==> config.mk <==
export PLATFORM = sky130hd
export DESIGN_NAME = dnc_backward_weighting
export DESIGN_NICKNAME = d
export VERILOG_FILES = /design/src/verilog/dnc_pkg.sv /design/src/verilog/dnc_backward_weighting.sv /design/src/verilog/dnc_matrix_product.sv /design/src/verilog/dnc_matrix_transpose.sv
export VERILOG_INCLUDE_DIRS = /design/src /design/src/verilog
export SDC_FILE = /design/constraint.sdc
export NUM_CORES = 1
export LEC_CHECK = 0
export ABC_AREA = 1
export ABC_CLOCK_PERIOD_IN_PS = 13300
export BUFFER_PORTS_ARGS = -buffer_cell sky130_fd_sc_hd__buf_2
export CELL_PAD_IN_SITES_DETAIL_PLACEMENT = 1
export CELL_PAD_IN_SITES_GLOBAL_PLACEMENT = 1
export CORE_MARGIN = 2
export CORE_UTILIZATION = 45
export DETAILED_ROUTE_END_ITERATION = 8
export HOLD_SLACK_MARGIN = 0.15
export PLACE_DENSITY_LB_ADDON = 0.1
export SYNTH_ARGS = -nofsm -noshare
export SYNTH_HDL_FRONTEND = slang
export SYNTH_SLANG_ARGS = --single-unit
export TNS_END_PERCENT = 1
==> constraint.sdc <==
create_clock -name CLK -period 13.3 [get_ports CLK]
set_input_delay 0.665 -clock CLK [delete_from_list [all_inputs] [get_ports CLK]]
set_output_delay 0.665 -clock CLK [all_outputs]
set_load 0.02 [all_outputs]
==> src/verilog/dnc_defines.svh <==
`ifndef DNC_DEFINES_SVH
`define DNC_DEFINES_SVH

// Width of one element of L, w and b
`define DNC_DATA_W 16

// Largest number of memory locations
`define DNC_MAX_N 8

// Largest number of read heads
`define DNC_MAX_R 4

// Location, step and head index width
// Has to hold the value DNC_MAX_N itself for size checks
`define DNC_IDX_W 4

`endif

==> src/verilog/dnc_pkg.sv <==
`default_nettype none

`include "dnc_defines.svh"

package dnc_pkg;

  //////////////////////////////////////////////////
  // Element and index types
  //////////////////////////////////////////////////

  // One unsigned value whose arithmetic wraps at this width
  typedef logic [`DNC_DATA_W-1:0] dnc_value_t;

  // Location, step or head number
  typedef logic [`DNC_IDX_W-1:0] dnc_idx_t;

  // Problem size sampled with start
  typedef struct packed {
    dnc_idx_t size_n;
    dnc_idx_t size_r;
  } dnc_size_t;

  // One element of b tagged with where it belongs
  typedef struct packed {
    dnc_value_t value;
    dnc_idx_t   head;
    dnc_idx_t   loc;
  } dnc_b_elem_t;

  //////////////////////////////////////////////////
  // Controller states
  //////////////////////////////////////////////////

  typedef enum logic [2:0] {
    ctrl_idle,
    ctrl_load_link,
    ctrl_load_weight,
    ctrl_compute,
    ctrl_finish
  } dnc_ctrl_e;

endpackage

`default_nettype wire
==> src/verilog/dnc_backward_weighting.sv <==
`timescale 1ns/1ns
`default_nettype none

`include "dnc_defines.svh"

module dnc_backward_weighting (
  input  wire                  CLK,
  input  wire                  RST,
  input  wire                  start,
  input  dnc_pkg::dnc_size_t   size,
  input  dnc_pkg::dnc_value_t  l_in,
  input  wire                  l_in_valid,
  input  dnc_pkg::dnc_value_t  w_in,
  input  wire                  w_in_valid,
  output logic                 busy,
  output logic                 done,
  output logic                 l_accept,
  output logic                 w_accept,
  output dnc_pkg::dnc_b_elem_t b_out,
  output logic                 b_out_valid
);

  import dnc_pkg::*;

  dnc_ctrl_e state;
  dnc_size_t size_q;
  dnc_idx_t  head;
  dnc_idx_t  w_cnt;

  logic        start_ok;
  logic        size_ok;
  logic        link_wr;
  logic        link_full;
  logic        weight_wr;
  logic        head_done;
  logic        b_valid;
  dnc_idx_t    rd_loc;
  dnc_idx_t    rd_step;
  dnc_value_t  rd_data;
  dnc_b_elem_t b_elem;

  //////////////////////////////////////////////////
  // Start check and handshake levels
  //////////////////////////////////////////////////

  // Zero or oversized dimensions are rejected
  assign size_ok = (size.size_n != '0) && (size.size_n <= `DNC_MAX_N) &&
                   (size.size_r != '0) && (size.size_r <= `DNC_MAX_R);

  // Only taken while idle
  assign start_ok = start && size_ok && (state == ctrl_idle);

  assign busy     = (state != ctrl_idle);
  assign done     = (state == ctrl_finish);
  // Drops as soon as the link store reports full
  assign l_accept = (state == ctrl_load_link) && !link_full;
  assign w_accept = (state == ctrl_load_weight);

  assign link_wr   = l_accept && l_in_valid;
  assign weight_wr = w_accept && w_in_valid;

  // Results go straight out
  assign b_out       = b_elem;
  assign b_out_valid = b_valid;

  //////////////////////////////////////////////////
  // Controller FSM
  //////////////////////////////////////////////////

  always_ff @(posedge CLK or posedge RST) begin
    if (RST) begin
      state  <= ctrl_idle;
      size_q <= '0;
      head   <= '0;
      w_cnt  <= '0;
    end else begin
      case (state)
        ctrl_idle: begin
          if (start_ok) begin
            size_q <= size;
            head   <= '0;
            w_cnt  <= '0;
            state  <= ctrl_load_link;
          end
        end
        ctrl_load_link: begin
          if (link_full) begin
            state <= ctrl_load_weight;
          end
        end
        ctrl_load_weight: begin
          // One row of w per head
          if (weight_wr) begin
            if (w_cnt == size_q.size_n - 1'b1) begin
              w_cnt <= '0;
              state <= ctrl_compute;
            end else begin
              w_cnt <= w_cnt + 1'b1;
            end
          end
        end
        ctrl_compute: begin
          if (head_done) begin
            if (head == size_q.size_r - 1'b1) begin
              state <= ctrl_finish;
            end else begin
              head  <= head + 1'b1;
              state <= ctrl_load_weight;
            end
          end
        end
        ctrl_finish: begin
          state <= ctrl_idle;
        end
        default: begin
          state <= ctrl_idle;
        end
      endcase
    end
  end

  //////////////////////////////////////////////////
  // Datapath
  //////////////////////////////////////////////////

  dnc_matrix_transpose u_transpose (
    .CLK       (CLK),
    .RST       (RST),
    .clear     (start_ok),
    .size_n    (size_q.size_n),
    .link_wr   (link_wr),
    .link_data (l_in),
    .rd_loc    (rd_loc),
    .rd_step   (rd_step),
    .link_full (link_full),
    .rd_data   (rd_data)
  );

  dnc_matrix_product u_product (
    .CLK         (CLK),
    .RST         (RST),
    .size_n      (size_q.size_n),
    .head        (head),
    .weight_wr   (weight_wr),
    .weight_data (w_in),
    .rd_data     (rd_data),
    .rd_loc      (rd_loc),
    .rd_step     (rd_step),
    .b_valid     (b_valid),
    .b_elem      (b_elem),
    .head_done   (head_done)
  );

endmodule

`default_nettype wire

==> src/verilog/dnc_matrix_product.sv <==
`timescale 1ns/1ns
`default_nettype none

`include "dnc_defines.svh"

module dnc_matrix_product (
  input  wire                  CLK,
  input  wire                  RST,
  input  dnc_pkg::dnc_idx_t    size_n,
  input  dnc_pkg::dnc_idx_t    head,
  input  wire                  weight_wr,
  input  dnc_pkg::dnc_value_t  weight_data,
  input  dnc_pkg::dnc_value_t  rd_data,
  output dnc_pkg::dnc_idx_t    rd_loc,
  output dnc_pkg::dnc_idx_t    rd_step,
  output logic                 b_valid,
  output dnc_pkg::dnc_b_elem_t b_elem,
  output logic                 head_done
);

  import dnc_pkg::*;

  localparam int ADDR_W = $clog2(`DNC_MAX_N);

  //////////////////////////////////////////////////
  // Weighting vector of the current head
  //////////////////////////////////////////////////

  dnc_value_t w_mem [`DNC_MAX_N];
  dnc_idx_t   wr_cnt;
  dnc_idx_t   n_last;
  logic       w_last;

  assign n_last = size_n - 1'b1;
  assign w_last = weight_wr && (wr_cnt == n_last);

  always_ff @(posedge CLK) begin
    if (weight_wr) begin
      w_mem[wr_cnt[ADDR_W-1:0]] <= weight_data;
    end
  end

  //////////////////////////////////////////////////
  // Multiply-accumulate
  //////////////////////////////////////////////////

  logic       run;
  logic       mac_en;
  logic       step_last;
  dnc_value_t acc;
  dnc_value_t mac_prod;
  dnc_value_t acc_next;

  // The output cycle of a location carries no MAC
  assign mac_en    = run && !b_valid;
  assign step_last = (rd_step == n_last);

  // Both results wrap at the data width
  assign mac_prod = rd_data * w_mem[rd_step[ADDR_W-1:0]];
  assign acc_next = acc + mac_prod;

  // Sequencing of wr_cnt, location, step and flags
  always_ff @(posedge CLK or posedge RST) begin
    if (RST) begin
      wr_cnt    <= '0;
      run       <= 1'b0;
      rd_loc    <= '0;
      rd_step   <= '0;
      b_valid   <= 1'b0;
      head_done <= 1'b0;
    end else begin
      b_valid <= 1'b0;
      // Loading
      if (weight_wr) begin
        head_done <= 1'b0;
        if (w_last) begin
          // Full vector starts compute on the next cycle
          wr_cnt  <= '0;
          run     <= 1'b1;
          rd_loc  <= '0;
          rd_step <= '0;
        end else begin
          wr_cnt <= wr_cnt + 1'b1;
        end
      end
      // Stepping g for location j
      if (mac_en) begin
        if (step_last) begin
          rd_step <= '0;
          b_valid <= 1'b1;
          if (rd_loc == n_last) begin
            // Whole head emitted
            run       <= 1'b0;
            rd_loc    <= '0;
            head_done <= 1'b1;
          end else begin
            rd_loc <= rd_loc + 1'b1;
          end
        end else begin
          rd_step <= rd_step + 1'b1;
        end
      end
    end
  end

  // Accumulator and result element
  always_ff @(posedge CLK) begin
    if (w_last) begin
      acc <= '0;
    end else if (mac_en) begin
      if (step_last) begin
        acc          <= '0;
        b_elem.value <= acc_next;
        b_elem.head  <= head;
        b_elem.loc   <= rd_loc;
      end else begin
        acc <= acc_next;
      end
    end
  end

endmodule

`default_nettype wire

==> src/verilog/dnc_matrix_transpose.sv <==
`timescale 1ns/1ns
`default_nettype none

`include "dnc_defines.svh"

module dnc_matrix_transpose (
  input  wire                  CLK,
  input  wire                  RST,
  input  wire                  clear,
  input  dnc_pkg::dnc_idx_t    size_n,
  input  wire                  link_wr,
  input  dnc_pkg::dnc_value_t  link_data,
  input  dnc_pkg::dnc_idx_t    rd_loc,
  input  dnc_pkg::dnc_idx_t    rd_step,
  output logic                 link_full,
  output dnc_pkg::dnc_value_t  rd_data
);

  import dnc_pkg::*;

  // Address bits actually needed inside the array
  localparam int ADDR_W = $clog2(`DNC_MAX_N);

  //////////////////////////////////////////////////
  // Link matrix storage
  //////////////////////////////////////////////////

  // Indexed [row g][column j] in the order L arrives
  dnc_value_t link_mem [`DNC_MAX_N][`DNC_MAX_N];

  // Row-major write position
  dnc_idx_t wr_row;
  dnc_idx_t wr_col;
  dnc_idx_t n_last;
  logic     wr_en;

  assign n_last = size_n - 1'b1;

  // Extra writes after the matrix is full are dropped
  assign wr_en = link_wr && !link_full;

  always_ff @(posedge CLK) begin
    if (wr_en) begin
      link_mem[wr_row[ADDR_W-1:0]][wr_col[ADDR_W-1:0]] <= link_data;
    end
  end

  // Column counter wraps at N and the row advances on wrap
  always_ff @(posedge CLK or posedge RST) begin
    if (RST) begin
      wr_row    <= '0;
      wr_col    <= '0;
      link_full <= 1'b0;
    end else if (clear) begin
      // New run starts filling from L(0;0)
      wr_row    <= '0;
      wr_col    <= '0;
      link_full <= 1'b0;
    end else if (wr_en) begin
      if (wr_col == n_last) begin
        wr_col <= '0;
        if (wr_row == n_last) begin
          // Last element of the N x N block
          wr_row    <= '0;
          link_full <= 1'b1;
        end else begin
          wr_row <= wr_row + 1'b1;
        end
      end else begin
        wr_col <= wr_col + 1'b1;
      end
    end
  end

  //////////////////////////////////////////////////
  // Transposed read
  //////////////////////////////////////////////////

  // Step picks the row and location the column to read L(g;j) as L'(j;g)
  assign rd_data = link_mem[rd_step[ADDR_W-1:0]][rd_loc[ADDR_W-1:0]];

endmodule

`default_nettype wire

==> results.ini <==
[critical_path]
end_kind=flip-flop
r2r_cells=36
rr_endpoint=u_product.b_elem[23]$_DFFE_PP_
cpPeakStageDelay_ps=1010
critPathSlowestCell=dfrtp_4
path_common_cell=nand2_1
arrival_ps=9690
critPathLaunchType=flip-flop
worstPathMaxFanout=73
rrSetupSlack_ps=4120
crit_type=flip-flop to flip-flop
required_ps=13810
timing.rr.start=u_product.rd_step[0]$_DFFE_PP0P_

[floorplan]
start_util_pct=45.2
die_y_um=353
die_x_um=353
fp-row-count=128
core_um2=121000
die-area_um2=125000
io_pins=74

[cells_and_area]
fin_area_um2=61100
nFillCells=12800
drive_gt1_share_pct=8.01
layout_commonest_cell=nand2_1
nets=5143
final_cell_mix=nand2_1, edfxtp_1, nand3_1
area_growth_pct=11.6

[clock_network]
cts_setup_buffers=0
insertion_delay_ps=780
htree_num_levels=4
clock_sinks=1235
cts_buffers=138
clk_path_buf_depth=3
root_buffer=clkbuf_16
path_clk_slew_ps=60
tritoncts=yes
ctsResizeCount=0

[routing]
firstDrtPassIters=5
vias_per_cell=5.57
drtIter0Drc=3158
drc=0
wire_per_inst_um=24.6
postRouteAntennaNets=0
vias=37100
wl_um=164000

[run_status]
status=finished, final reports clean

[grt]
gr-usage-all-layers_pct=26.5
grt_antenna_before_repair=6
grt_pass1_wl_um=246000
overflow=0
grt_max_degree=248
grt_pass1_vias=38200

[worst_hold_path]
hold_path_class=input port to flip-flop
whs_path_depth=1
hold_end=u_product.w_mem[7][14]$_DFFE_PP_
holdCritStartpoint=w_in[14]

[synth]
synth_warnings=0
avgSynthCellArea_um2=11.3
synth_edf_count=1176
synthArstFlopShare_pct=3.48
synth_flop_cell=edfxtp_1
synth.distinct_cells=47
ys_seq_elements=1235
netlist_area_um2=54800
synth-seq-area-share_pct=67.0
netlist_instances=4868
synth_nets=5068

[placed_design]
gp_congestion=0.850
dpl_cell_area_um2=56700
hpwl_um=94800
port_buffers=73
dp_slack_ps=4170

[sta]
rsz0062_at_grt=false
setup_viol=0
max_slew_margin_pct=22.7
fin_crit_ps=9180
fin_crit_sh_pct=69.0
fmax_mhz=109
worst_pin_slew_ps=1160
setup_ws_ps=4120
finalSetupTns_ps=0
clock_skew_ps=20.8
slew_violations=0
finalHoldViolCount=0

[flow_run]
cap_violations=0

## what timing repair did
| item | CTS | global route |
|---|---|---|
| endpoints found under the hold margin | 152 | 0 |
| endpoints found under the setup margin | 0 | 0 |
| hold buffers | 20 | 0 |
## flip-flops by register name, summed over array words and instances, names as in the netlist, 8 cells and up
name / flops
u_transpose.link_mem: 1024
size_q: 8
u_product.b_elem: 24
u_product.w_mem: 128
u_product.acc: 16
## Yosys cell counts, drive strengths merged, types with 4 or more instances
master / count / area (um^2)
nand2: 1511 / 5700
o22ai: 34 / 213
dfxtp: 16 / 320
nor2: 248 / 931
xor2: 27 / 236
o2111ai: 4 / 35.0
a21oi: 57 / 285
xnor2: 14 / 123
fa: 94 / 1880
nor3b: 4 / 30.0
nand3b: 6 / 45.0
dfrtp: 43 / 1080
o21ai: 119 / 603
edfxtp: 1176 / 35300
a32o: 20 / 200
nor3: 15 / 75.1
buf: 220 / 1290
clkbuf: 42 / 158
ha: 61 / 763
inv: 285 / 1080
nand3: 846 / 4230
## critical path, delay by kind of cell (launching register included)
family                   cells  cell delay [ps]
flip-flops                   1             1010
AO/OA/AOI/OAI                2              530
buffers and inverters        8             2220
adder cells (fa/ha/maj)      7             2900
AND/OR/NAND/NOR             19             2040
## worst max path at each step
stage / start / end / slack (ps)
6_report: u_product.rd_step[0]$_DFFE_PP0P_ / u_product.b_elem[23]$_DFFE_PP_ / 4120
5_1_grt: u_product.rd_step[0]$_DFFE_PP0P_ / u_product.b_elem[23]$_DFFE_PP_ / 3520
4_1_cts: u_product.rd_step[0]$_DFFE_PP0P_ / u_product.b_elem[23]$_DFFE_PP_ / 4160
3_5_place_dp: u_product.rd_step[0]$_DFFE_PP0P_ / u_product.b_elem[23]$_DFFE_PP_ / 4170
3_3_place_gp: u_product.rd_step[0]$_DFFE_PP0P_ / u_product.b_elem[23]$_DFFE_PP_ / 4260
2_1_floorplan: u_product.rd_step[0]$_DFFE_PP0P_ / u_product.b_elem[22]$_DFFE_PP_ / 7020
## final cells by class
cell class | instances | area, um^2 | area share [%]
sequential | 1235 | 36700 | 60.1
multi-input combinational | 3083 | 15600 | 25.5
clock buffer | 180 | 3740 | 6.11
tap | 1625 | 2030 | 3.33
timing repair buffer | 197 | 1400 | 2.28
inverter | 288 | 1120 | 1.84
clock inverter | 59 | 517 | 0.845
antenna | 2 | 5.00 | 0.00819
## through the flow
step / hold slack, ps / instances / util [%]
CTS: 153 / 6667 / 50.4
finish: 205 / 6669 / 50.4
detailed placement: 467 / 6408 / 46.8
global placement: 462 / 6408 / 46.8
floorplan: 445 / 4868 / -
global route: 200 / 6667 / 50.4
## cell families (layout without fill, tap and decap cells)
| logic type | after synthesis | count (layout) | share of synthesized area [%] |
|---|---|---|---|
| AOI/OAI and AO/OA | 250 | 250 | 2.69 |
| other | 0 | 2 | 0 |
| DFF | 1235 | 1235 | 67.0 |
| adders and majority gates | 155 | 155 | 4.83 |
| and+or+nand+nor | 2637 | 2637 | 20.2 |
| xor gates and xnor gates | 41 | 41 | 0.656 |
| buffers and inverters | 550 | 724 | 4.62 |
## routing by layer
metal / global-route usage, % / share of wire (%) / vias up
met1: 38.0 / 45 / 19100
met2: 42.6 / 47 / 945
met3: 3.53 / 5.2 / 219
met5: 0 / 0.016 / -
li1: - / - / 16900
met4: 6.91 / 2.2 / 4
Power is left out: the tool's default activity adds up to more than one toggle a clock period on the data nets, which glitch-free logic cannot reach.
